### config.mk
export PLATFORM = sky130hd
export DESIGN_NAME = wvb_hdr_fifo_flat
export DESIGN_NICKNAME = d
export VERILOG_FILES = /design/src/wvb_pkg.sv /design/src/wvb_hdr_if.sv /design/src/wvb_hdr_fifo.sv /design/src/flat_wrapper.sv
export VERILOG_INCLUDE_DIRS = /design/src
export SDC_FILE = /design/constraint.sdc
export NUM_CORES = 1
export LEC_CHECK = 0
export ABC_AREA = 1
export BUFFER_PORTS_ARGS = -buffer_cell sky130_fd_sc_hd__buf_4
export CORE_ASPECT_RATIO = 0.6
export CORE_UTILIZATION = 45
export DETAILED_ROUTE_END_ITERATION = 8
export PLACE_DENSITY = 0.67
export RECOVER_POWER = 50
export SLEW_MARGIN = 20
export SYNTH_ARGS = -nofsm -noshare
export SYNTH_HDL_FRONTEND = slang
export SYNTH_SLANG_ARGS = --single-unit
### constraint.sdc
create_clock -name clk -period 3.4 [get_ports clk]
set_clock_uncertainty 0.2 [all_clocks]
set_input_delay 0.51 -clock clk [delete_from_list [all_inputs] [get_ports clk]]
set_output_delay 0.51 -clock clk [all_outputs]
set_load 0.02 [all_outputs]
### src/wvb_defines.svh
// --------------------------------------------------
// waveform buffer size macros
// address and word widths, event length,
// header FIFO depth and output link credits
// --------------------------------------------------
`ifndef WVB_DEFINES_SVH
`define WVB_DEFINES_SVH

// sample memory address width, depth is 2**width
`define WVB_ADR_WIDTH 10

// ADC sample and output link word width
`define WVB_DATA_WIDTH 16

// fixed number of samples per event
`define WVB_EVT_LEN 32

// number of queued event headers
`define WVB_HDR_DEPTH 8

// credits granted by the receiver after reset
`define WVB_CREDITS 4

`endif

### src/wvb_pkg.sv
// --------------------------------------------------
// waveform buffer types
// event header struct, header word union and the
// sample / output link word
// --------------------------------------------------
`include "wvb_defines.svh"

package wvb_pkg;

  // sample and link word
  typedef logic [`WVB_DATA_WIDTH-1:0] wvb_word_t;

  // event header, 48 bits, msb first on the link
  typedef struct packed {
    logic [23:0]                evt_ltc;
    logic [`WVB_ADR_WIDTH-1:0]  start_addr;
    // last address written for the event
    logic [`WVB_ADR_WIDTH-1:0]  stop_addr;
    logic [3:0]                 trig_src;
  } wvb_hdr_t;

  // raw view is what the FIFO stores and the reader slices
  typedef union packed {
    wvb_hdr_t     f;
    logic [47:0]  raw;
  } wvb_hdr_u;

endpackage

### src/wvb_hdr_if.sv
// --------------------------------------------------
// header FIFO interface
// writer, FIFO, reader and overflow monitor views
// --------------------------------------------------
interface wvb_hdr_if;
  import wvb_pkg::*;

  logic      push;
  wvb_hdr_u  push_hdr;
  logic      full;
  logic      pop;
  wvb_hdr_u  head_hdr;
  // head entry is valid while empty is low
  logic      empty;

  modport writer (output push, output push_hdr);

  modport fifo (
    input  push, push_hdr, pop,
    output full, head_hdr, empty
  );

  modport reader (output pop, input head_hdr, empty);

  modport monitor (input full, pop, head_hdr);

endinterface

### src/wvb_hdr_fifo.sv
// --------------------------------------------------
// event header FIFO
// first-word-fall-through queue of raw header words
// with full and empty flags
// --------------------------------------------------
`include "wvb_defines.svh"

module wvb_hdr_fifo (
  input  logic  clk,
  input  logic  rst,
  wvb_hdr_if.fifo hdr
);
  import wvb_pkg::*;

  localparam int PW = $clog2(`WVB_HDR_DEPTH);

  wvb_hdr_u        mem [`WVB_HDR_DEPTH];
  logic [PW-1:0]   wr_ptr;
  logic [PW-1:0]   rd_ptr;
  logic [PW:0]     count;
  logic            do_push;
  logic            do_pop;

  assign do_push = hdr.push && !hdr.full;
  assign do_pop  = hdr.pop && !hdr.empty;

  always_ff @(posedge clk) begin
    if (do_push) begin
      mem[wr_ptr] <= hdr.push_hdr;
    end
  end

  always_ff @(posedge clk) begin
    if (rst) begin
      wr_ptr <= '0;
      rd_ptr <= '0;
      count  <= '0;
    end else begin
      if (do_push) wr_ptr <= wr_ptr + 1'b1;
      if (do_pop)  rd_ptr <= rd_ptr + 1'b1;
      case ({do_push, do_pop})
        2'b10:   count <= count + 1'b1;
        2'b01:   count <= count - 1'b1;
        default: count <= count;
      endcase
    end
  end

  assign hdr.full     = (count == (PW+1)'(`WVB_HDR_DEPTH));
  assign hdr.empty    = (count == '0);
  assign hdr.head_hdr = mem[rd_ptr];

endmodule

### src/flat_wrapper.sv
// flat-port wrapper written by rule: the top's interface ports become plain ports
module wvb_hdr_fifo_flat import wvb_pkg::*;
  (clk, rst, hdr_push, hdr_push_hdr, hdr_pop, hdr_full, hdr_head_hdr, hdr_empty);
  wvb_hdr_if hdr_i ();
  input  logic clk;
  input  logic rst;
  input wire logic [$bits(hdr_i.push)-1:0] hdr_push;
  input wire logic [$bits(hdr_i.push_hdr)-1:0] hdr_push_hdr;
  input wire logic [$bits(hdr_i.pop)-1:0] hdr_pop;
  output wire logic [$bits(hdr_i.full)-1:0] hdr_full;
  output wire logic [$bits(hdr_i.head_hdr)-1:0] hdr_head_hdr;
  output wire logic [$bits(hdr_i.empty)-1:0] hdr_empty;
  assign hdr_i.push = hdr_push;
  assign hdr_i.push_hdr = hdr_push_hdr;
  assign hdr_i.pop = hdr_pop;
  assign hdr_full = hdr_i.full;
  assign hdr_head_hdr = hdr_i.head_hdr;
  assign hdr_empty = hdr_i.empty;
  wvb_hdr_fifo u_core (.clk(clk), .rst(rst), .hdr(hdr_i));
endmodule
Word-level counts from Yosys, hierarchy flattened
Memories as Yosys holds them, arrays and structs flattened. A register that Yosys moved wholly into a read port is not among the register bits.
Index checks and enable logic that the tools add are counted.
{ "word_totals": {"register_bits": 10, "latchBits": 0, "mem_bits_rw": 384, "rom_bits": 0, "in_bits": 52, "out_inout_bits": 50, "wordCells": 22, "memories": 1} }
{ "mem_list": {"columns": ["name", "depth", "word_bits", "read_ports", "rd_ports_with_merged_regs", "wr", "line_no", "rtl"], "rows": [
  ["u_core.mem", 8, 48, 1, 1, 1, "wvb_hdr_fifo.sv:17", "wvb_hdr_u mem [`WVB_HDR_DEPTH];"]
]} }
{ "op_classes": {"n_addsub": 4, "n_mul": 0, "div_mod_pow": 0, "n_lt_le_gt_ge": 0, "eq_ne": 3, "shift": 0, "mux": 5, "bitwise_logic": 0, "n_reduce_logical": 6} }
{ "op_table": {"columns": ["op", "n"], "rows": [
  ["4-bit case mux with 2 select lines", 1],
  ["3-bit by 1-bit adder with 3-bit output, second input constant", 2],
  ["3-bit 2-to-1 mux", 2],
  ["4-bit by 1-bit adder with 4-bit output, second input constant", 1],
  ["4-bit equality test, second input constant", 1],
  ["4-bit zero test", 1],
  ["4-bit by 1-bit subtractor with 4-bit output, second input constant", 1],
  ["2-bit by 1-bit equality test with 1-bit output, second input constant", 1],
  ["2-bit equality test, second input constant", 1],
  ["1-bit logical AND", 2],
  ["1-bit zero test", 2],
  ["1-bit 2-to-1 mux", 2],
  ["2-bit nonzero test", 1]
]} }

Logic depth before layout (Yosys ltp)
{ "depth": {"ltp_word": 5, "depth_mapped": 14, "ltp_nobuf": 14} }

Worst setup path after synthesis
No wires, ideal clock.
{ "synth_path": {"path_kind": "reg2reg", "start": "reg u_core.count[0]", "end": "mem u_core.mem[1][0] (netlist name), enable pin", "setup_ps": 454, "t_arrival_ps": 2875, "required_ps": 2746, "path_slack_ps": -128, "stages_incl_launch_ff": 7, "n_path_buf": 0, "synth_period_minus_slack_ps": 3528, "cell_sequence": "dfxtp_1 > nor2_1 > nand3_1 > nand2_1 > nor2_1 > inv_1 > nor2_1"} }
{ "synth_between": {"elab_chain_len": 5} }
{ "synth_rtl": {"columns": ["element", "line_no", "rtl"], "rows": [
  ["from (decl)", "wvb_hdr_fifo.sv:20", "logic [PW:0] count;"],
  ["from (signal assigned)", "wvb_hdr_fifo.sv:42", "2'b10: count <= count + 1'b1;"],
  ["from (signal assigned)", "wvb_hdr_fifo.sv:43", "2'b01: count <= count - 1'b1;"],
  ["from (signal assigned)", "wvb_hdr_fifo.sv:44", "default: count <= count;"],
  ["4-bit equality test", "wvb_hdr_fifo.sv:49", "assign hdr.full = (count == (PW+1)'(`WVB_HDR_DEPTH));"],
  ["1-bit zero test", "wvb_hdr_fifo.sv:24", "assign do_push = hdr.push && !hdr.full;"],
  ["1-bit logical AND", "wvb_hdr_fifo.sv:24", null],
  ["1-bit 2-to-1 mux", "wvb_hdr_fifo.sv:28", "if (do_push) begin"],
  ["1-bit 2-to-1 mux (implied by the code)", "wvb_hdr_fifo.sv:29", "mem[wr_ptr] <= hdr.push_hdr;"],
  ["to (decl)", "wvb_hdr_fifo.sv:17", null]
]} }
No other way between the ends.

==> key figures <==
Setup path
  – Cell family with most CP delay: flip-flops
  – Critical path required time: 2690 ps
  – Type of origin of the critical path: register
  – Max Fanout on Critical Path: 125
  – Crit path kind: reg2out
  – Critical path data arrival time: 2510 ps
  – Delay of the slowest cell on the worst path: 670 ps
  – Buffers plus inverters on the worst setup path: 2
  – Max stage delay cell, worst path: sky130_fd_sc_hd__dfxtp_4
  – Sequence of cells on the critical path: buf_16, nor2_1, nor2_1, o21ai_1, o21ai_1, nand2_1, nand2_1, buf_4
  – Worst setup EP type: output pin

Drt
  – WL met3: 2.12 mm
  – Post-route DRC violation count: 0
  – DR pass1 iterations: 7
  – Avg WL per Cell: 19.2 um
  – WL met2: 15.0 mm
  – DRC marker count from the first detailed-route iteration: 824
  – Post-Route M1 WL: 16.0 mm
  – Sum of routed wire length over all layers: 33.7 mm
  – Top layer used by detailed routing: met4
  – Via density per instance: 5.27
  – Total vias in the final route: 9253
  – Post-DRT Antenna Nets: 0

Floorplanning
  – Die Area: 35500 um^2
  – Cell Rows: 52
  – Area of the placeable core: 33900 um^2
  – Effective utilization at floorplan: 46.1%
  – Die W: 242 um
  – Die span in y: 146 um
  – Top-level I/O count: 102

Power and ir drop
  – Portion of total power attributed to sequential cells: 46.3%
  – Switch share: 30.2%
  – Cell-internal power: 8.84 mW
  – Share of total power in the clock network: 29.6%
  – Power Dens Cells: 710 nW/um^2
  – Max VDD drop: 0.372 mV
  – Cell leakage power: 6.01 nW
  – Switching power: 3.82 mW
  – Relative contribution of combinational cells to total power: 24.2%

STA
  – Highest Clock Rate: 310 MHz
  – Fin crit share: 94.8%
  – Setup repair after global routing missed its margin: no
  – Worst slew pin tran: 1520 ps
  – Hold violation total from the final report: 0
  – Setup Viol. Count Final: 0
  – Slew Viols, Final: 49
  – Worst slew margin relative to its limit: -1.21%
  – Minimum clock period: 3220 ps

GRT
  – Overall overflow remaining after global route: 0
  – Number of global-route vias before repair: 8812
  – Initial antenna violation count: 1
  – First-pass GRT wire length: 51.7 mm
  – Overall global routing resource usage: 18.9%
  – Largest net degree at the start of global routing: 126

Logic synthesis
  – Fraction of synthesized cell area taken by the top area cell type: 73.9%
  – Top post-synthesis cells by area: sky130_fd_sc_hd__edfxtp_1 (74%), sky130_fd_sc_hd__nor2_1 (5.0%), sky130_fd_sc_hd__nand2_1 (3.9%)
  – Netlist cell types: 26
  – Yosys reg bits: 397
  – Ys Warns: 0
  – Net Count, Synth: 1231
  – Sequential area share after synthesis: 75.5%
  – Cell count after synthesis: 1174
  – Top cell type by total area after synthesis: sky130_fd_sc_hd__edfxtp_1
  – Average instance area after synthesis: 13.3 um^2
  – Synth Cell Area: 15600 um^2

Clock network
  – Number of setup buffers added after CTS: 0
  – Clock input transition at the sequential cells of the worst setup and hold paths: 60 ps
  – TritonCTS clock tree: done
  – Maximum buffer depth of the clock tree: 3
  – CTS HTree Levels: 2
  – Clock root buffer: sky130_fd_sc_hd__clkbuf_16
  – Insertion delay of the later-clocked pin in the worst-skew pair: 520 ps
  – CTS Sinks: 397
  – Number of buffers created by CTS: 36

Cells and area
  – Core occupancy in the finished layout: 52.6%
  – Area added between synthesis and finish: 14.3%
  – Fin cells: 1756
  – Proportion of layout cells with a drive suffix above 1: 10.4%
  – Fin nets: 1329

Placed design
  – Post-DP HPWL: 18.2 mm
  – Final RePlAce weighted congestion: 0.783
  – Buffers on Ports: 101
  – DP Cell Count: 1692

Flow run
  – Number of max-cap violations: 1

Outcome
  – Status: complete, but fails checks
  – Violated checks: capacitance limit, slew limit

Hold path
  – Worst min path class: in2reg
==> cell type report <==
class	count	area, um^2
sequential	397	11800
clock inverter	15	96.3
multi-input combinational	689	3400
antenna	1	2.50
timing repair buffer	128	918
tap	459	574
inverter	20	80.1
fill	2855	16100
clock buffer	47	963
==> power groups by stage <==
stage	Clock, mW	Sequential, mW	Combinational [mW]
after floorplan	0	5.88	2.13
after global placement	0	5.95	3.06
after detailed placement	0	5.97	3.11
after CTS	3.84	5.86	3.13
after global routing	4.00	5.89	3.39
final	3.74	5.86	3.06
==> state kept, by name, indices dropped and copies added (netlist names), named ones only <==
name and count:
u_core.count 4, u_core.mem 384, u_core.rd_ptr 3, u_core.wr_ptr 3
==> what timing repair did <==
| item | 4_1_cts | 5_1_grt |
|---|---|---|
| setup endpoints to repair | 0 | 6 |
| endpoints found under the hold margin | 3 | 0 |
| resized for setup | 0 | 2 |
| hold buffers | 1 | 0 |
==> metal layers <==
metal,track usage (%),vias up
met3,3.69,41
met5,0,-
met2,28.7,286
met1,28.2,4486
met4,4.18,0
li1,-,4440
==> synth_stat cells (all sizes together) <==
| master | number |
|---|---|
| o21ai | 196 |
| or2 | 1 |
| xnor2 | 2 |
| o22ai | 48 |
| edfxtp | 384 |
| nor2 | 206 |
| a211oi | 1 |
| inv | 20 |
| buf | 37 |
| ha | 5 |
| clkbuf | 31 |
| xor2 | 1 |
| nand2 | 163 |
| mux2i | 48 |
| nor3b | 2 |
| dfxtp | 13 |
| nor3 | 2 |
| nand3 | 6 |
| a21oi | 8 |
==> through the flow <==
step	setup TNS (ps)	setup slack, ps	cell area, um^2	hold slack (ps)	total power, mW
2_1_floorplan	-24600	-128	15600	258	8.01
3_3_place_gp	0	638	17000	270	9.02
3_5_place_dp	0	666	17000	282	9.08
4_1_cts	0	109	18000	0.986	12.8
5_1_grt	0	1.99	17800	52.1	13.3
6_report	0	177	17800	56.1	12.7
==> kinds of logic after synthesis <==
family	after synthesis	share of synthesized area (%)
flops	397	75.5
simple gates	380	9.26
compound gates	253	8.51
buf+inv	88	3.05
mux	48	3.08
fa+ha+maj	5	0.401
xor+xnor	3	0.168
==> placed cells by master (no fill, tap or decap), types with 4 or more instances in the layout <==
cell type,instances
sky130_fd_sc_hd__o21ai_1,74
sky130_fd_sc_hd__clkbuf_1,60
sky130_fd_sc_hd__buf_4,65
sky130_fd_sc_hd__clkbuf_16,37
sky130_fd_sc_hd__nand3_1,6
sky130_fd_sc_hd__inv_1,18
sky130_fd_sc_hd__ha_1,5
sky130_fd_sc_hd__edfxtp_1,384
sky130_fd_sc_hd__nor2_1,198
sky130_fd_sc_hd__o22ai_1,48
sky130_fd_sc_hd__clkinv_2,4
sky130_fd_sc_hd__clkinv_1,8
sky130_fd_sc_hd__dfxtp_1,10
sky130_fd_sc_hd__o21ai_0,122
sky130_fd_sc_hd__nor2_4,8
sky130_fd_sc_hd__buf_12,10
sky130_fd_sc_hd__nand2_1,163
sky130_fd_sc_hd__a21oi_1,8
sky130_fd_sc_hd__mux2i_1,48
==> final timing paths <==
check | from | to | slack, ps | cells after the start
setup / recovery | register | hdr_head_hdr[17] | 180 | 8
hold / removal | rst | u_core.count[1] | 60 | 2
hold reg to reg | u_core.rd_ptr[1] | register | 300 | 2
setup reg to reg | u_core.count[1] | u_core.mem[4][6] | 510 | 5
Power figures use the tool's default switching activity.
