**src/wvb_defines.svh**
```systemverilog
// --------------------------------------------------
// waveform buffer size macros
// address and word widths, event length,
// header FIFO depth and output link credits
// --------------------------------------------------
`ifndef WVB_DEFINES_SVH
`define WVB_DEFINES_SVH

// sample memory address width, depth is 2**width
`define WVB_ADR_WIDTH 10

// ADC sample and output link word width
`define WVB_DATA_WIDTH 16

// fixed number of samples per event
`define WVB_EVT_LEN 32

// number of queued event headers
`define WVB_HDR_DEPTH 8

// credits granted by the receiver after reset
`define WVB_CREDITS 4

`endif

```
**src/wvb_pkg.sv**
```systemverilog
// --------------------------------------------------
// waveform buffer types
// event header struct, header word union and the
// sample / output link word
// --------------------------------------------------
`include "wvb_defines.svh"

package wvb_pkg;

  // sample and link word
  typedef logic [`WVB_DATA_WIDTH-1:0] wvb_word_t;

  // event header, 48 bits, msb first on the link
  typedef struct packed {
    logic [23:0]                evt_ltc;
    logic [`WVB_ADR_WIDTH-1:0]  start_addr;
    // last address written for the event
    logic [`WVB_ADR_WIDTH-1:0]  stop_addr;
    logic [3:0]                 trig_src;
  } wvb_hdr_t;

  // raw view is what the FIFO stores and the reader slices
  typedef union packed {
    wvb_hdr_t     f;
    logic [47:0]  raw;
  } wvb_hdr_u;

endpackage

```
**src/wvb_hdr_if.sv**
```systemverilog
// --------------------------------------------------
// header FIFO interface
// writer, FIFO, reader and overflow monitor views
// --------------------------------------------------
interface wvb_hdr_if;
  import wvb_pkg::*;

  logic      push;
  wvb_hdr_u  push_hdr;
  logic      full;
  logic      pop;
  wvb_hdr_u  head_hdr;
  // head entry is valid while empty is low
  logic      empty;

  modport writer (output push, output push_hdr);

  modport fifo (
    input  push, push_hdr, pop,
    output full, head_hdr, empty
  );

  modport reader (output pop, input head_hdr, empty);

  modport monitor (input full, pop, head_hdr);

endinterface

```
**src/wvb_reader.sv**
```systemverilog
// --------------------------------------------------
// waveform buffer reader
// sends three header words then the event samples
// over a credit based output link
// --------------------------------------------------
`include "wvb_defines.svh"

module wvb_reader (
  input  logic                       clk,
  input  logic                       rst,
  wvb_hdr_if.reader                  hdr,
  output logic [`WVB_ADR_WIDTH-1:0]  rd_addr,
  input  wvb_pkg::wvb_word_t         rd_data,
  output logic                       rd_done,
  output logic                       out_valid,
  output wvb_pkg::wvb_word_t         out_data,
  output logic                       out_last,
  input  logic                       credit
);

  localparam logic [1:0] S_IDLE = 2'd0;
  localparam logic [1:0] S_HDR  = 2'd1;
  localparam logic [1:0] S_DATA = 2'd2;

  localparam int CW = $clog2(`WVB_CREDITS + 1);

  logic [1:0]                 state;
  logic [1:0]                 idx;
  logic [`WVB_ADR_WIDTH-1:0]  ptr;
  logic [CW-1:0]              credits;
  logic                       is_last;
  logic                       advance;

  // one word per cycle while credits remain
  assign out_valid = (state != S_IDLE) && (credits != '0);
  assign is_last   = (state == S_DATA) && (ptr == hdr.head_hdr.f.stop_addr);
  assign out_last  = out_valid && is_last;
  assign advance   = out_valid && (state == S_DATA) && !is_last;

  // look one address ahead when moving on, so rd_data always holds mem[ptr]
  assign rd_addr = advance ? ptr + 1'b1 : ptr;

  always_comb begin
    if (state == S_DATA) begin
      out_data = rd_data;
    end else begin
      case (idx)
        2'd0:    out_data = hdr.head_hdr.raw[47:32];
        2'd1:    out_data = hdr.head_hdr.raw[31:16];
        default: out_data = hdr.head_hdr.raw[15:0];
      endcase
    end
  end

  // event fully sent, release the header and the memory
  assign hdr.pop = out_last;
  assign rd_done = out_last;

  always_ff @(posedge clk) begin
    if (rst) begin
      state <= S_IDLE;
      idx   <= '0;
      ptr   <= '0;
    end else begin
      case (state)
        S_IDLE: begin
          if (!hdr.empty) begin
            state <= S_HDR;
            idx   <= '0;
            ptr   <= hdr.head_hdr.f.start_addr;
          end
        end
        S_HDR: begin
          if (out_valid) begin
            if (idx == 2'd2) begin
              state <= S_DATA;
            end else begin
              idx <= idx + 1'b1;
            end
          end
        end
        S_DATA: begin
          if (out_last) begin
            state <= S_IDLE;
          end else if (advance) begin
            ptr <= ptr + 1'b1;
          end
        end
        default: state <= S_IDLE;
      endcase
    end
  end

  // credit returned and word sent in one cycle cancel out
  always_ff @(posedge clk) begin
    if (rst) begin
      credits <= CW'(`WVB_CREDITS);
    end else begin
      case ({credit, out_valid})
        2'b10:   credits <= credits + 1'b1;
        2'b01:   credits <= credits - 1'b1;
        default: credits <= credits;
      endcase
    end
  end

endmodule

```
**src/flat_wrapper.sv**
```systemverilog
// flat-port wrapper written by rule: the top's interface ports become plain ports
module wvb_reader_flat 
  (clk, rst, rd_addr, rd_data, rd_done, out_valid, out_data, out_last, credit, hdr_pop, hdr_head_hdr, hdr_empty);
  wvb_hdr_if hdr_i ();
  input  logic clk;
  input  logic rst;
  output logic [`WVB_ADR_WIDTH-1:0] rd_addr;
  input  wvb_pkg::wvb_word_t rd_data;
  output logic rd_done;
  output logic out_valid;
  output wvb_pkg::wvb_word_t out_data;
  output logic out_last;
  input  logic credit;
  output wire logic [$bits(hdr_i.pop)-1:0] hdr_pop;
  input wire logic [$bits(hdr_i.head_hdr)-1:0] hdr_head_hdr;
  input wire logic [$bits(hdr_i.empty)-1:0] hdr_empty;
  assign hdr_pop = hdr_i.pop;
  assign hdr_i.head_hdr = hdr_head_hdr;
  assign hdr_i.empty = hdr_empty;
  wvb_reader u_core (.clk(clk), .rst(rst), .hdr(hdr_i), .rd_addr(rd_addr), .rd_data(rd_data), .rd_done(rd_done), .out_valid(out_valid), .out_data(out_data), .out_last(out_last), .credit(credit));
endmodule
```
**config.mk**
```make
export PLATFORM = sky130hd
export DESIGN_NAME = wvb_reader_flat
export DESIGN_NICKNAME = d
export VERILOG_FILES = /design/src/wvb_pkg.sv /design/src/wvb_hdr_if.sv /design/src/wvb_reader.sv /design/src/flat_wrapper.sv
export VERILOG_INCLUDE_DIRS = /design/src
export SDC_FILE = /design/constraint.sdc
export NUM_CORES = 1
export LEC_CHECK = 0
export ABC_CLOCK_PERIOD_IN_PS = 2450
export BUFFER_PORTS_ARGS = -buffer_cell sky130_fd_sc_hd__clkbuf_2
export CAP_MARGIN = 20
export CORE_ASPECT_RATIO = 1.75
export CORE_MARGIN = 3
export CORE_UTILIZATION = 35
export DETAILED_ROUTE_END_ITERATION = 12
export PLACE_DENSITY = 0.64
export SLEW_MARGIN = 20
export SYNTH_ARGS = -nofsm -noshare
export SYNTH_HDL_FRONTEND = slang
export SYNTH_SLANG_ARGS = --single-unit
export TNS_END_PERCENT = 10
```
**constraint.sdc**
```tcl
create_clock -name clk -period 2.45 [get_ports clk]
set_input_delay 0.3675 -clock clk [delete_from_list [all_inputs] [get_ports clk]]
set_output_delay 0.3675 -clock clk [all_outputs]
set_load 0.005 [all_outputs]
```
* After elaboration in Yosys (flattened, before gate mapping)
Cells that the tools add are included.
** Storage, ports and cells
- Input port bits :: 68
- Output and inout port bits :: 30
- Register bits :: 17
** Operators by class
- Equal/unequal tests :: 13
- Add/subtract/negate cells :: 4
- Reductions and logical operators :: 16
- Multiplexer cells :: 16
** Operator list (number)
- 16-bit one-hot mux with 2 select lines :: 1
- 10-bit 2-to-1 mux :: 3
- 10-bit one-hot mux with 2 select lines :: 1
- 16-bit 2-to-1 mux :: 1
- 2-bit 2-to-1 mux :: 7
- 10-bit by 1-bit adder with 10-bit output, second input constant :: 1
- 10-bit equality test :: 1
- 2-bit != test, second input constant :: 4
- 4-bit AND reduction :: 2
- 2-bit nonzero test :: 4
- 2-bit by 1-bit equality test with 1-bit output, second input constant :: 3
- 2-bit equality test, second input constant :: 3
- 2-bit one-hot mux with 3 select lines :: 1
- 3-bit one-hot mux with 2 select lines :: 1
- 1-bit logical AND :: 5
- 2-bit zero test :: 2
- 2-bit by 1-bit != test with 1-bit output, second input constant :: 2
- 2-bit one-hot mux with 2 select lines :: 1
- 3-bit by 1-bit adder with 3-bit output, second input constant :: 1
- 3-bit AND reduction :: 1
- 3-bit nonzero test :: 1
- 3-bit by 1-bit subtractor with 3-bit output, second input constant :: 1
- 2-bit by 1-bit adder with 2-bit output, second input constant :: 1
- 1-bit zero test :: 1

* Longest topological paths before layout
- Word-level depth :: 7
- Depth in mapped cells :: 9

* Worst setup path after synthesis
OpenSTA, ideal clock, no wires.
- Path type :: reg2out
- Start point :: register u_core.ptr[6]
- End point :: output port rd_addr[1]
- Setup slack :: 391 ps
- Arrival :: 1691 ps
- Stages on the path, launching flop included :: 7
- Path through :: dfxtp_1 xnor2_1 nand4_2 or3_1 buf_6 nand2_1 mux2_2
** On the way
- Word-level cells in the longest chain between the ends :: 5
** Ends and longest elaborated chain
- start, declared :: RTL line wvb_reader.sv:29 : logic [`WVB_ADR_WIDTH-1:0] ptr;
- start signal, assigned :: RTL line wvb_reader.sv:70 : ptr <= hdr.head_hdr.f.start_addr;
- start signal, assigned :: RTL line wvb_reader.sv:86 : ptr <= ptr + 1'b1;
- 10-bit equality test :: RTL line wvb_reader.sv:36 : assign is_last = (state == S_DATA) && (ptr == hdr.head_hdr.f.stop_addr);
- 1-bit logical AND :: RTL line wvb_reader.sv:36
- 1-bit zero test :: RTL line wvb_reader.sv:38 : assign advance = out_valid && (state == S_DATA) && !is_last;
- 1-bit logical AND :: RTL line wvb_reader.sv:38
- 10-bit 2-to-1 mux
- end, declared :: RTL line flat_wrapper.sv:7 : output logic [`WVB_ADR_WIDTH-1:0] rd_addr;
No other way between the ends.

* Worst setup path after layout
- Start point :: register u_core.state[1]
- End point :: output port rd_addr[3]
** On the way
- Word-level cells in the longest chain between the ends :: 5
- Elaborated cells on any way between the ends :: 8
- Classes of those cells :: eq/ne (1); mux (1); reduce/logical (6)
** Ends and longest elaborated chain
- start, declared :: RTL line wvb_reader.sv:27 : logic [1:0] state;
- start signal, assigned :: RTL line wvb_reader.sv:61 : state <= S_IDLE;
- start signal, assigned :: RTL line wvb_reader.sv:68 : state <= S_HDR;
- start signal, assigned :: RTL line wvb_reader.sv:76 : state <= S_DATA;
- 2-bit equality test or 2-bit nonzero test (tied branches) :: RTL line wvb_reader.sv:36, wvb_reader.sv:38, wvb_reader.sv:35
- 1-bit logical AND, on equally long branches :: RTL line wvb_reader.sv:36, wvb_reader.sv:35
- 1-bit zero test or 1-bit logical AND (tied branches) :: RTL line wvb_reader.sv:38
- 1-bit logical AND * :: RTL line wvb_reader.sv:38
- 10-bit 2-to-1 mux *
Mark *: on every way between the ends. The rest lies on a longest branch, timed or not.

==> metrics.txt <==
standard-cell row count=34; remaining global-route overflow=0; Slew headroom=0.499; number of antenna repair diodes=0; Setup-failing EPs final=0; proportion of synthesized chip area in sequential cells=0.179; Critical Path Source Type=flip-flop; Placement Setup Slack=approximately 0.2 ns; PortBufs=between 90 and 100; number of levels in the clock H-tree=1; Synthesized Nets=325; CP endpoint kind=output port; overall die height=104 µm; sequential cell area in the final layout=347 µm²; Total Nets Final=between 400 and 500; Worst Setup SP=u_core.state[1]$_SDFFE_PP0P_; synthesized instance count=251; detailed-route vias per instance=5.45; wire length of the first global-routing pass=roughly 9600 µm; area added between synthesis and finish=32.1%; placed wire-length estimate after detailed placement=roughly 5200 µm; upper clock frequency limit=0.422 GHz; maximum number of pins on one net before global-route repair=39; antenna-violating nets left=0; largest area contributor in the synthesized netlist=sky130_fd_sc_hd__dfxtp_1; pin slew with the least headroom to its limit=0.746 ns; routability congestion estimate=0.891; All-Layer GR Usage=0.192; Period minus WS final=2.37 ns; critical path required time=2.08 ns; via count of the first global-routing pass=2101; standby leakage power=1.18 nW; area of the multi-input gates=roughly 1400 µm²; RR Startpoint=u_core.ptr[0]$_SDFFE_PP0P_; Starting DRT DRC Count=107; share of the synthesized area in the top cell type=0.179; initial antenna violation count=0; first-pass iteration count of the detailed router=4; number of buffers inserted during clock tree synthesis=3; max-capacitance violation count=0; CP Max Fanout=8; insertion delay to the later sink of the worst-skew pair=0.25 ns; Hold Slack=0.403 ns; Fill cells=530; total of hold buffers inserted after clock tree synthesis=0; Chip Width=61.8 µm; Synth Register Bits=17; final critical-path share of the clock period=0.967; clock slew seen by the registers of the worst setup and hold paths=0.07 ns; core outline area=5100 µm²; kind of critical path=reg2out; top cells by area in the synthesized netlist=sky130_fd_sc_hd__dfxtp_1 18%, sky130_fd_sc_hd__a22oi_1 7.9%, sky130_fd_sc_hd__a31oi_1 6.9%; number of warnings reported in the yosys synthesis log=0; fraction of final layout cells with drive strength greater than 1=0.416; worst-case clock buffer depth=2; aggregate routed wire length=between 6000 and 7000 µm; result of the run=finished clean; effective utilization at floorplan=0.373; worst min-delay path startpoint=hdr_head_hdr[16]; cell at the root of the clock tree=sky130_fd_sc_hd__clkbuf_8; I/O pin total=just under 100; post-layout power=913 µW; die area=about 6400 µm²; pins over their slew limit=0; DRC=0; Setup WS post-layout=0.0811 ns; clock tree from TritonCTS=done; final setup skew=around 0.004 ns; mean cell area of the mapped netlist=7.59 µm²; Arrival @ worst endpoint=around 2 ns; class of the worst hold path=in2reg; total power density per cell area=around 360 nW/µm²; post-synth cell types=57; post-synth design cell area=1900 µm²; Max VDD drop=0.000254 V; sum of negative setup slack=0 ns; setup repair after global routing missed its margin=yes; average detailed-routed wire length per instance=15.4 µm; total number of vias=2181; final number of hold-violating endpoints=0; CTS sink count=17
## synth_stat cells, drive strengths merged
cell type  count
nand2b         1
nor2          34
a31oi         21
o21a           1
o31ai          3
a22oi         20
nand2         29
xor2           4
o211ai         1
a211o          2
a22o           2
nor2b          2
mux2           3
nor3           6
buf           12
a2bb2oi        1
or3            5
dfxtp         17
xnor2         15
a32oi          1
or3b           1
a21oi         11
fa             1
nand4          3
nand3          7
and3           2
ha             5
nor4           2
a311o          1
o21ai          9
o311ai         1
and2           2
inv           11
or2            1
o311a          1
a221o          1
clkbuf        10
nand4b         1
a21o           1
## flip-flops by register name (all words and copies together) (netlist names)
signal / cells
u_core.ptr: 10
u_core.state: 2
u_core.credits: 3
u_core.idx: 2
## critical path, cell delays in order, from the launching register on
cell                       delay [ns]
sky130_fd_sc_hd__dfxtp_1         0.33
sky130_fd_sc_hd__nor2b_2         0.23
sky130_fd_sc_hd__nand4_4         0.18
sky130_fd_sc_hd__or3_1           0.43
sky130_fd_sc_hd__buf_4           0.18
sky130_fd_sc_hd__nand4_1         0.12
sky130_fd_sc_hd__or2_2           0.14
sky130_fd_sc_hd__nand2_1         0.05
sky130_fd_sc_hd__clkbuf_2        0.10
## metrics by stage
step | instance area (µm²) | cells | utilization
global route | 2510 | 400 | 0.493
floorplan | 1900 | 251 | -
global placement | 2450 | 396 | 0.479
detailed placement | 2450 | 396 | 0.479
finish | 2510 | 400 | 0.493
CTS | 2490 | 400 | 0.489
## report_power, final
part / switching [mW] / internal, mW
Combinational: 0.183 / 0.183
Sequential: 0.0317 / 0.300
Clock: 0.0998 / 0.115
Total: 0.315 / 0.598
## per-layer routing
metal  GRT usage  up-vias  share of wire
met4      0.0622        0          0.027
li1            -     1090              -
met3      0.0174       10          0.059
met1       0.198      981           0.37
met2       0.372      100           0.55
met5           0        -              0
## area by class of cell
class | instances | share of cell area
well taps | 54 | 0.0269
multi-input cells | 201 | 0.560
clock buffers | 4 | 0.0179
repair buffers | 113 | 0.241
flip-flops and latches | 17 | 0.138
inverters | 11 | 0.0164
## kinds of logic (layout without fill, tap and decap cells)
group                      Yosys count  after routing  synth area share
muxes                                3              3            0.0197
and+or+nand+nor                     96             96             0.267
buffers and inverters               33            128            0.0900
adders and majority gates            6              6            0.0434
AOI/OAI and AO/OA                   77             77             0.284
xor gates and xnor gates            19             19             0.117
DFF                                 17             17             0.179
## what timing repair did
action	4_1_cts	5_1_grt
gates resized for setup	1	8
setup endpoints to repair	3	6
pin swaps	0	1
buffers inserted	0	0
## cells in the final DEF, fill, tap and decap left out, types with 3 or more instances in the layout
| cell | Yosys | final |
|---|---|---|
| sky130_fd_sc_hd__a22oi_1 | 20 | 20 |
| sky130_fd_sc_hd__nand2_1 | 29 | 29 |
| sky130_fd_sc_hd__nor3_1 | 4 | 4 |
| sky130_fd_sc_hd__nand3_1 | 5 | 5 |
| sky130_fd_sc_hd__clkbuf_2 | 0 | 97 |
| sky130_fd_sc_hd__xnor2_4 | 3 | 3 |
| sky130_fd_sc_hd__ha_1 | 5 | 5 |
| sky130_fd_sc_hd__o21ai_0 | 6 | 6 |
| sky130_fd_sc_hd__buf_4 | 4 | 16 |
| sky130_fd_sc_hd__dfxtp_2 | 0 | 5 |
| sky130_fd_sc_hd__xnor2_1 | 12 | 11 |
| sky130_fd_sc_hd__or3_1 | 4 | 4 |
| sky130_fd_sc_hd__dfxtp_1 | 17 | 12 |
| sky130_fd_sc_hd__clkbuf_8 | 0 | 3 |
| sky130_fd_sc_hd__a21oi_1 | 11 | 11 |
| sky130_fd_sc_hd__a31oi_1 | 21 | 21 |
| sky130_fd_sc_hd__xor2_1 | 4 | 4 |
| sky130_fd_sc_hd__nor2_1 | 33 | 33 |
| sky130_fd_sc_hd__inv_1 | 11 | 11 |
## worst paths after layout
path              depth (start not counted)  slack [ns]                          to
setup reg to reg                          7        0.42  u_core.ptr[8]$_SDFFE_PP0P_
setup / recovery                          8        0.08                  rd_addr[3]
hold reg to reg                           2        0.55  u_core.ptr[9]$_SDFFE_PP0P_
hold / removal                            3        0.40  u_core.ptr[2]$_SDFFE_PP0P_
Power figures use the tool's default switching activity.
