<file path="config.mk">
export PLATFORM = sky130hd
export DESIGN_NAME = wvb_overflow_ctrl_flat
export DESIGN_NICKNAME = d
export VERILOG_FILES = /design/src/wvb_pkg.sv /design/src/wvb_hdr_if.sv /design/src/wvb_overflow_ctrl.sv /design/src/flat_wrapper.sv
export VERILOG_INCLUDE_DIRS = /design/src
export SDC_FILE = /design/constraint.sdc
export NUM_CORES = 1
export LEC_CHECK = 0
export ABC_AREA = 0
export BUFFER_PORTS_ARGS = -buffer_cell sky130_fd_sc_hd__buf_2
export CAP_MARGIN = 10
export CORE_MARGIN = 4
export CORE_UTILIZATION = 40
export CTS_CLUSTER_SIZE = 24
export DETAILED_ROUTE_END_ITERATION = 6
export GPL_ROUTABILITY_DRIVEN = 0
export GPL_TIMING_DRIVEN = 0
export PLACE_DENSITY_LB_ADDON = 0.15
export REMOVE_ABC_BUFFERS = 1
export SLEW_MARGIN = 25
export SYNTH_ARGS = -nofsm -noshare
export SYNTH_HDL_FRONTEND = slang
export SYNTH_SLANG_ARGS = --single-unit
</file>
<file path="constraint.sdc">
create_clock -name clk -period 4.9 [get_ports clk]
set_clock_uncertainty 0.05 [all_clocks]
set_input_delay 0.98 -clock clk [delete_from_list [all_inputs] [get_ports clk]]
set_output_delay 0.98 -clock clk [all_outputs]
set_load 0.05 [all_outputs]
</file>
<file path="src/wvb_defines.svh">
// --------------------------------------------------
// waveform buffer size macros
// address and word widths, event length,
// header FIFO depth and output link credits
// --------------------------------------------------
`ifndef WVB_DEFINES_SVH
`define WVB_DEFINES_SVH

// sample memory address width, depth is 2**width
`define WVB_ADR_WIDTH 10

// ADC sample and output link word width
`define WVB_DATA_WIDTH 16

// fixed number of samples per event
`define WVB_EVT_LEN 32

// number of queued event headers
`define WVB_HDR_DEPTH 8

// credits granted by the receiver after reset
`define WVB_CREDITS 4

`endif

</file>
<file path="src/wvb_pkg.sv">
// --------------------------------------------------
// waveform buffer types
// event header struct, header word union and the
// sample / output link word
// --------------------------------------------------
`include "wvb_defines.svh"

package wvb_pkg;

  // sample and link word
  typedef logic [`WVB_DATA_WIDTH-1:0] wvb_word_t;

  // event header, 48 bits, msb first on the link
  typedef struct packed {
    logic [23:0]                evt_ltc;
    logic [`WVB_ADR_WIDTH-1:0]  start_addr;
    // last address written for the event
    logic [`WVB_ADR_WIDTH-1:0]  stop_addr;
    logic [3:0]                 trig_src;
  } wvb_hdr_t;

  // raw view is what the FIFO stores and the reader slices
  typedef union packed {
    wvb_hdr_t     f;
    logic [47:0]  raw;
  } wvb_hdr_u;

endpackage

</file>
<file path="src/wvb_hdr_if.sv">
// --------------------------------------------------
// header FIFO interface
// writer, FIFO, reader and overflow monitor views
// --------------------------------------------------
interface wvb_hdr_if;
  import wvb_pkg::*;

  logic      push;
  wvb_hdr_u  push_hdr;
  logic      full;
  logic      pop;
  wvb_hdr_u  head_hdr;
  // head entry is valid while empty is low
  logic      empty;

  modport writer (output push, output push_hdr);

  modport fifo (
    input  push, push_hdr, pop,
    output full, head_hdr, empty
  );

  modport reader (output pop, input head_hdr, empty);

  modport monitor (input full, pop, head_hdr);

endinterface

</file>
<file path="src/wvb_overflow_ctrl.sv">
// --------------------------------------------------
// waveform buffer overflow controller
// last address read, overflow flag and words used
// --------------------------------------------------
`include "wvb_defines.svh"

module wvb_overflow_ctrl (
  input  logic                       clk,
  input  logic                       rst,
  input  logic [`WVB_ADR_WIDTH-1:0]  wr_addr,
  input  logic                       rd_done,
  wvb_hdr_if.monitor                 hdr,
  output logic                       overflow,
  output logic [`WVB_ADR_WIDTH-1:0]  wused
);

  logic [`WVB_ADR_WIDTH-1:0]  last_rd_addr;
  logic [`WVB_ADR_WIDTH-1:0]  stop_q;
  logic                       rd_done_q;

  // head moves on at the pop, so grab stop_addr there
  always_ff @(posedge clk) begin
    if (hdr.pop) begin
      stop_q <= hdr.head_hdr.f.stop_addr;
    end
  end

  // all ones after reset, so address 0 is the next one to read
  always_ff @(posedge clk) begin
    if (rst) begin
      rd_done_q    <= 1'b0;
      last_rd_addr <= '1;
    end else begin
      rd_done_q <= rd_done;
      if (rd_done_q) begin
        last_rd_addr <= stop_q;
      end
    end
  end

  // writer caught up with the reader, or no header slot left
  assign overflow = hdr.full || (wr_addr == last_rd_addr);

  // distance from the next address to read up to the write pointer
  assign wused = wr_addr - (last_rd_addr + 1'b1);

endmodule

</file>
<file path="src/flat_wrapper.sv">
// flat-port wrapper written by rule: the top's interface ports become plain ports
module wvb_overflow_ctrl_flat 
  (clk, rst, wr_addr, rd_done, overflow, wused, hdr_full, hdr_pop, hdr_head_hdr);
  wvb_hdr_if hdr_i ();
  input  logic clk;
  input  logic rst;
  input  logic [`WVB_ADR_WIDTH-1:0] wr_addr;
  input  logic rd_done;
  output logic overflow;
  output logic [`WVB_ADR_WIDTH-1:0] wused;
  input wire logic [$bits(hdr_i.full)-1:0] hdr_full;
  input wire logic [$bits(hdr_i.pop)-1:0] hdr_pop;
  input wire logic [$bits(hdr_i.head_hdr)-1:0] hdr_head_hdr;
  assign hdr_i.full = hdr_full;
  assign hdr_i.pop = hdr_pop;
  assign hdr_i.head_hdr = hdr_head_hdr;
  wvb_overflow_ctrl u_core (.clk(clk), .rst(rst), .wr_addr(wr_addr), .rd_done(rd_done), .hdr(hdr_i), .overflow(overflow), .wused(wused));
endmodule
</file>
### Word-level counts from Yosys, hierarchy flattened

Index checks and enable logic that the tools add are counted.

| operators by class | value |
|---|---|
| add/subtract/negate cells | 2 |
| eq/ne operators | 1 |
| reductions and logical operators | 1 |

Operators by type and width:

| cell | number |
|---|---|
| $add A10 B1 Y10 const B | 1 |
| $eq A10 B10 Y1 | 1 |
| $sub A10 B10 Y10 | 1 |
| $logic_or A1 B1 Y1 | 1 |

| word-level totals | value |
|---|---|
| flip-flop bits (word level) | 21 |
| bits of input ports | 63 |

### Logic depth before layout (Yosys ltp)

Gate-level depths: netlist (run 1).

| logic depth | value |
|---|---|
| word-level depth | 2 |
| gate-level depth with buffers | 7 |
| mapped depth without buffers | 7 |

### Worst setup path before layout (run 1)

No wires, ideal clock.

| timing path | value |
|---|---|
| path type | input port to output port |
| start point | input wr_addr[0] |
| end point | output wused[6] |
| arrival | 2.668 ns |
| path slack | 1.202 ns |
| stages | 6 |
| path buffers | 0 |
| cells stage by stage | ha_1 > fa_1 > nand3_1 > a21boi_0 > or4_1 > o2111ai_1 |

| on the way | value |
|---|---|
| word-level cells in the longest chain between the ends | 1 |

Ends and longest elaborated chain:

| what | line | source |
|---|---|---|
| start: declaration | flat_wrapper.sv:7 | `` input logic [`WVB_ADR_WIDTH-1:0] wr_addr; `` |
| $sub A10 B10 Y10 | wvb_overflow_ctrl.sv:45 | `assign wused = wr_addr - (last_rd_addr + 1'b1);` |
| end: declaration | flat_wrapper.sv:10 | `` output logic [`WVB_ADR_WIDTH-1:0] wused; `` |

No other way between the ends.

### Final worst setup path (run 1)

| timing path | value |
|---|---|
| start point | input wr_addr[4] |
| end point | output wused[9] |

Same word-level chain as after synthesis.

==> flow_summary_export.csv, run 1 <==
group,metric,value,unit
place,io_buffers,35,
timing,slew_headroom,63.54,%
synth,synthArstFlopShare,0,%
clock_network,cts-hold-fix-buffers,0,
timing,finalHoldViolations,0,
synth,ys.flop_type,"dfxtp_1",
floorplanning,row_count,19,
global_route,grt_pass1_vias,900,
critical_path,cpMostUsedCell,"buf_2",
drt,wl,2104,µm
drt,dr.pass1.iters,4,
synth,synth-simple-area-share,13.77,%
finish,nets,224,
floorplanning,dieHeight,62.14,µm
clock_network,path_clk_slew,0.10,ns
synth,synth_area_per_cell,10.28,µm²
global_route,grt_max_degree,20,
clock_network,cts_tree,"done",
clock_network,cts.path.max_buffers,2,
critical_path,worstPathMaxFanout,6,
floorplanning,fp.dieW,62.14,µm
run,drv_cap,0,
critical_path,cp_top_family,"compound AO/OA/AOI/OAI gates",
drt,drc,0,
clock_network,root_buffer,"clkbuf_4",
critical_path,path_class,"in -> out",
clock_network,clkSinkCount,21,
finish,final_cells,181,
min_path,hold_class,"reg -> reg",
timing,setup-tns-final,0,ns
floorplanning,ios,74,
finish,fill_cells,284,
synth,synth.cell_area,1172,µm²
synth,yosysWarnings,0,
finish,seq_area,520.5,µm²
timing,rsz0062_at_grt,"no",
drt,vias,921,
synth,ys_ff_latch,21,
pwr,total_power,0.4353,mW
critical_path,path_buf_inv,2,
synth,synth_xor_area_share,3.735,%
floorplanning,coreArea,2781,µm²
finish,antenna_cells,0,
synth,yosysSeqAreaShare,44.40,%
place,dp.cells,177,
timing,setup_viol,0,
timing,slew_violations,0,
finish,area_delta_synth_final,19.53,%
clock_network,cts_buffers,3,
timing,fin_crit_sh,78.39,%
synth,synthAdderAreaFrac,11.31,%
critical_path,crit_path_top_delay_cell,"a221oi_4",
critical_path,crit_path_max_incr_delay,0.40,ns
global_route,grt_pass1_wl,3753,µm
floorplanning,start_util,42.15,%
global_route,grt.overflow.total,0,
critical_path,crit_path_start_kind,"input pin",
clock_network,clk_latency,0.28,ns
finish,drive_above_1_share,28.00,%
finish,multi_input_area,591.8,µm²
synth,synthMuxAreaShare,1.708,%
floorplanning,die_area,3861,µm²
critical_path,cp.arrival,2.81,ns
pwr,peakVddDrop,0.2186,mV
pwr,p_per_area,310.6,nW/µm²
global_route,antenna_found_initial,0,
synth,synth_top_family_by_area,"compound AO/OA/AOI/OAI gates",
drt,ant_nets,0,
drt,vias_per_cell,5.088,
synth,netlist-cell-type-count,34,
drt,avgRoutedWirePerCell,11.62,µm
clock_network,postCtsResizedCells,0,
drt,drt_iter0_markers,41,
timing,finalCriticalPeriod,3.841,ns
synth,synth_compound_area_share,19.96,%
place,hpwlAfterDp,1775,µm
critical_path,endpoint_kind,"output pin",
timing,tightest_slew,0.5461,ns
clock_network,htree_levels,1,
clock_network,cts_setup_buffers,0,
critical_path,crit_chain,"buf_2 > ha_1 > and3_2 > a221oi_4 > o221ai_2 > a311o_1 > buf_2",
critical_path,worstPathRequired,3.87,ns
synth,syn_inst,114,
global_route,track_usage,11.37,%
timing,max_freq,0.2604,GHz
synth,synth_edf_count,10,
status,outcome,"completed",
pwr,leakage,0.6713,nW
==> worst register-to-register path: stages, from the launching register on <==
cell and delay [ns]:
dfxtp_1 0.68, mux2i_1 0.25, nand2_1 0.06
==> synth_stat cells (3+ instances only) <==
| cell | instances | share of area (%) |
|---|---|---|
| nand3_1 | 3 | 1.3 |
| edfxtp_1 | 10 | 26 |
| clkbuf_1 | 3 | 0.96 |
| ha_1 | 9 | 9.6 |
| nor4b_1 | 3 | 2.2 |
| dfxtp_1 | 11 | 19 |
| a21oi_1 | 3 | 1.3 |
| xnor2_1 | 3 | 2.2 |
| nand2_1 | 13 | 4.2 |
| inv_1 | 12 | 3.8 |
| a21o_1 | 3 | 1.9 |
| o211ai_1 | 9 | 5.8 |
| nor2_1 | 5 | 1.6 |
==> per-stage QoR <==
| stage | hold slack [ns] | util, % | setup WS (ns) | instance area (µm²) |
|---|---|---|---|---|
| 2_1_floorplan | 0.3879 | - | 1.202 | 1161 |
| 3_3_place_gp | 0.3989 | 49.44 | 1.100 | 1375 |
| 3_5_place_dp | 0.4067 | 49.44 | 1.064 | 1375 |
| 4_1_cts | 0.4338 | 50.38 | 1.061 | 1401 |
| 5_1_grt | 0.4661 | 50.38 | 0.9591 | 1401 |
| 6_report | 0.4286 | 50.38 | 1.059 | 1401 |
==> state kept, by name (all words and copies together) (netlist names) <==
signal,flops
u_core.stop_q,10
u_core.last_rd_addr,10
u_core.rd_done_q,1
==> cells by family (layout without fill, tap and decap cells) <==
logic type	Yosys count	in the layout
DFF	21	21
xor gates and xnor gates	5	5
AOI/OAI and AO/OA	28	28
and+or+nand+nor	32	32
buffers and inverters	16	52
muxes	2	2
adders and majority gates	10	10
==> final timing paths <==
path	to	start	slack, ns	depth (start not counted)
setup / recovery	wused[9]	wr_addr[4]	1.06	7
setup reg to reg	u_core.last_rd_addr[9]$_SDFFE_PP1P_	u_core.rd_done_q$_SDFF_PP0_	3.76	2
hold reg to reg	u_core.last_rd_addr[7]$_SDFFE_PP1P_	u_core.stop_q[7]$_DFFE_PP_	0.43	2
hold / removal	u_core.last_rd_addr[7]$_SDFFE_PP1P_	u_core.stop_q[7]$_DFFE_PP_	0.43	2
==> routing by layer <==
layer,up-vias,global-route usage [%],share of wire (%)
li1,493,-,-
met1,403,12.84,43
met2,23,20.73,50
met3,2,2.342,6.4
met4,0,4.065,0.62
met5,-,0,0
==> where the power goes <==
part | total, mW | internal [mW] | switching [mW] | leakage [nW]
registers | 0.201 | 0.197 | 0.00475 | 0.189
clock network | 0.0744 | 0.0316 | 0.0429 | 0.0150
logic | 0.159 | 0.0511 | 0.108 | 0.467
total | 0.435 | 0.279 | 0.156 | 0.671
==> cell usage in the layout (no fill, tap or decap), types with 3 or more instances in the layout <==
cell type | synthesis | routed
dfxtp_1 | 11 | 11
edfxtp_1 | 10 | 10
o211ai_1 | 9 | 9
xnor2_1 | 3 | 3
a21oi_1 | 3 | 3
nor4b_1 | 3 | 3
ha_1 | 9 | 9
inv_1 | 12 | 12
buf_2 | 0 | 35
a21o_1 | 3 | 3
nand2_1 | 13 | 13
nor2_1 | 5 | 5
nand3_1 | 3 | 3
clkbuf_4 | 0 | 3
==> final cells by class <==
| class | count | share of cell area, % |
|---|---|---|
| flip-flops and latches | 21 | 37.14 |
| inverters | 13 | 3.482 |
| clock buffers | 4 | 1.875 |
| well taps | 31 | 2.768 |
| repair buffers | 35 | 12.50 |
| multi-input cells | 77 | 42.23 |
Note: power is estimated with default switching activity, not from simulation.
==> run 2, diff against run 1 <==
--- a/config.mk
+++ b/config.mk
@@ -10,7 +10,7 @@
 export BUFFER_PORTS_ARGS = -buffer_cell sky130_fd_sc_hd__buf_2
 export CAP_MARGIN = 10
 export CORE_MARGIN = 4
-export CORE_UTILIZATION = 40
+export CORE_UTILIZATION = 38
 export CTS_CLUSTER_SIZE = 24
 export DETAILED_ROUTE_END_ITERATION = 6
 export GPL_ROUTABILITY_DRIVEN = 0
==> constraint.sdc (replaced) <==
create_clock -name clk -period 3.5 [get_ports clk]
set_clock_uncertainty 0.05 [all_clocks]
set_input_delay 0.7 -clock clk [delete_from_list [all_inputs] [get_ports clk]]
set_output_delay 0.7 -clock clk [all_outputs]
set_load 0.05 [all_outputs]
==> flow_summary_export.csv, run 2 (synthesis gave the netlist of run 1 again) <==
group,metric,value,unit
status,outcome,"completed",
global_route,grtUsageMet1,13.55,%
drt,vias,940,
critical_path,crit_path_start_kind,"input pin",
global_route,grt_busiest_layer,"met2",
global_route,grt_max_degree,20,
place,post-place-ws,0.2043,ns
timing,finalCriticalPeriod,3.287,ns
pwr,leakage,0.6740,nW
critical_path,worstPathMaxFanout,6,
timing,fin_crit_sh,93.90,%
floorplanning,ios,74,
global_route,grtUsageMet2,21.51,%
critical_path,path_class,"in -> out",
clock_network,cts_setup_buffers,0,
clock_network,postCtsResizedCells,0,
timing,tightest_slew,0.5662,ns
floorplanning,row_count,19,
drt,avgRoutedWirePerCell,12.82,µm
pwr,p_per_area,440.9,nW/µm²
critical_path,cp.arrival,2.54,ns
global_route,grt_pass1_wl,3884,µm
floorplanning,start_util,41.10,%
finish,antenna_cells,0,
drt,wl,2320,µm
run,drv_cap,0,
clock_network,path_clk_slew,0.10,ns
clock_network,cts.path.max_buffers,2,
clock_network,cts-hold-fix-buffers,0,
finish,multi_input_area,591.8,µm²
timing,setup-tns-final,0,ns
finish,final_common_cell,"buf_2",
pwr,total_power,0.6184,mW
clock_network,root_buffer,"clkbuf_4",
global_route,grt.overflow.total,0,
clock_network,clk_latency,0.30,ns
clock_network,cts_tree,"done",
timing,slew_headroom,62.20,%
finish,fill_cells,279,
clock_network,htree_levels,1,
finish,drive_above_1_share,28.67,%
place,place_area,1375,µm²
timing,setup_viol,0,
timing,slew_violations,0,
floorplanning,dieHeight,63.55,µm
floorplanning,fp.dieW,63.55,µm
timing,finalHoldViolations,0,
clock_network,cts_buffers,3,
finish,seq_area,520.5,µm²
global_route,antenna_found_initial,0,
critical_path,endpoint_kind,"output pin",
drt,vias_per_cell,5.193,
place,hpwlAfterDp,1917,µm
place,io_buffers,35,
finish,layout_common_cells,"35 x buf_2, 13 x nand2_1, 12 x inv_1, 11 x dfxtp_1, 10 x edfxtp_1",
timing,max_freq,0.3043,GHz
global_route,gr-usage-met3,1.954,%
timing,rsz0062_at_grt,"no",
finish,top_regs,"u_core.last_rd_addr (10), u_core.stop_q (10), u_core.rd_done_q (1)",
global_route,track_usage,12.05,%
timing,setup_slack,0.2134,ns
drt,drt_iter0_markers,55,
min_path,hold_class,"reg -> reg",
critical_path,worstPathRequired,2.75,ns
floorplanning,coreArea,2853,µm²
drt,ant_nets,0,
clock_network,clkSinkCount,21,
finish,nets,224,
global_route,grt_pass1_vias,916,
floorplanning,die_area,4038,µm²
pwr,peakVddDrop,0.2018,mV
finish,area_delta_synth_final,19.64,%
drt,dr.pass1.iters,4,
finish,final_cell_area,1403,µm²
drt,drc,0,
-- run 2: changes by cell type in the layout (fill, tap and decap cells not counted) --
cell and delta:
clkbuf_1 -1, clkinv_2 +1
-- run 2: final timing paths --
path,start,slack [ns],end,cells after the start
setup reg to reg,u_core.rd_done_q$_SDFF_PP0_,2.34,u_core.last_rd_addr[9]$_SDFFE_PP1P_,2
hold reg to reg,u_core.stop_q[5]$_DFFE_PP_,0.43,u_core.last_rd_addr[5]$_SDFFE_PP1P_,2
hold / removal,u_core.stop_q[5]$_DFFE_PP_,0.43,u_core.last_rd_addr[5]$_SDFFE_PP1P_,2
setup / recovery,wr_addr[4],0.21,wused[9],7
-- run 2: power by group --
group          internal [mW]  switching [mW]
clock                 0.0426          0.0679
combinational         0.0718           0.154
sequential             0.275         0.00699
-- run 2: cell type report --
class	instances	share of cell area, %
Clock buffer	3	1.606
Timing Repair Buffer	35	12.49
Tap cell	31	2.765
Multi-Input combinational cell	77	42.19
Clock inverter	1	0.3568
Sequential cell	21	37.11
Inverter	13	3.479
-- run 2: critical path: stages --
cell and delay [ns]:
buf_2 0.10, ha_1 0.39, and3_2 0.24, a221oi_4 0.39, o221ai_2 0.16, a311o_1 0.34, buf_2 0.22
-- run 2: routing by layer --
metal / routed length (µm) / share of wire (%)
met1: 1024 / 44
met2: 1144 / 49
met3: 118 / 5.1
met4: 33 / 1.4
met5: 0 / 0
-- run 2: stage by stage --
| stage | util [%] | std cells | hold slack [ns] |
|---|---|---|---|
| 3_5_place_dp | 48.20 | 177 | 0.4032 |
| 4_1_cts | 49.17 | 181 | 0.4328 |
| 3_3_place_gp | 48.20 | 177 | 0.3969 |
| 5_1_grt | 49.17 | 181 | 0.4689 |
| 2_1_floorplan | - | 111 | 0.3879 |
| 6_report | 49.17 | 181 | 0.4257 |
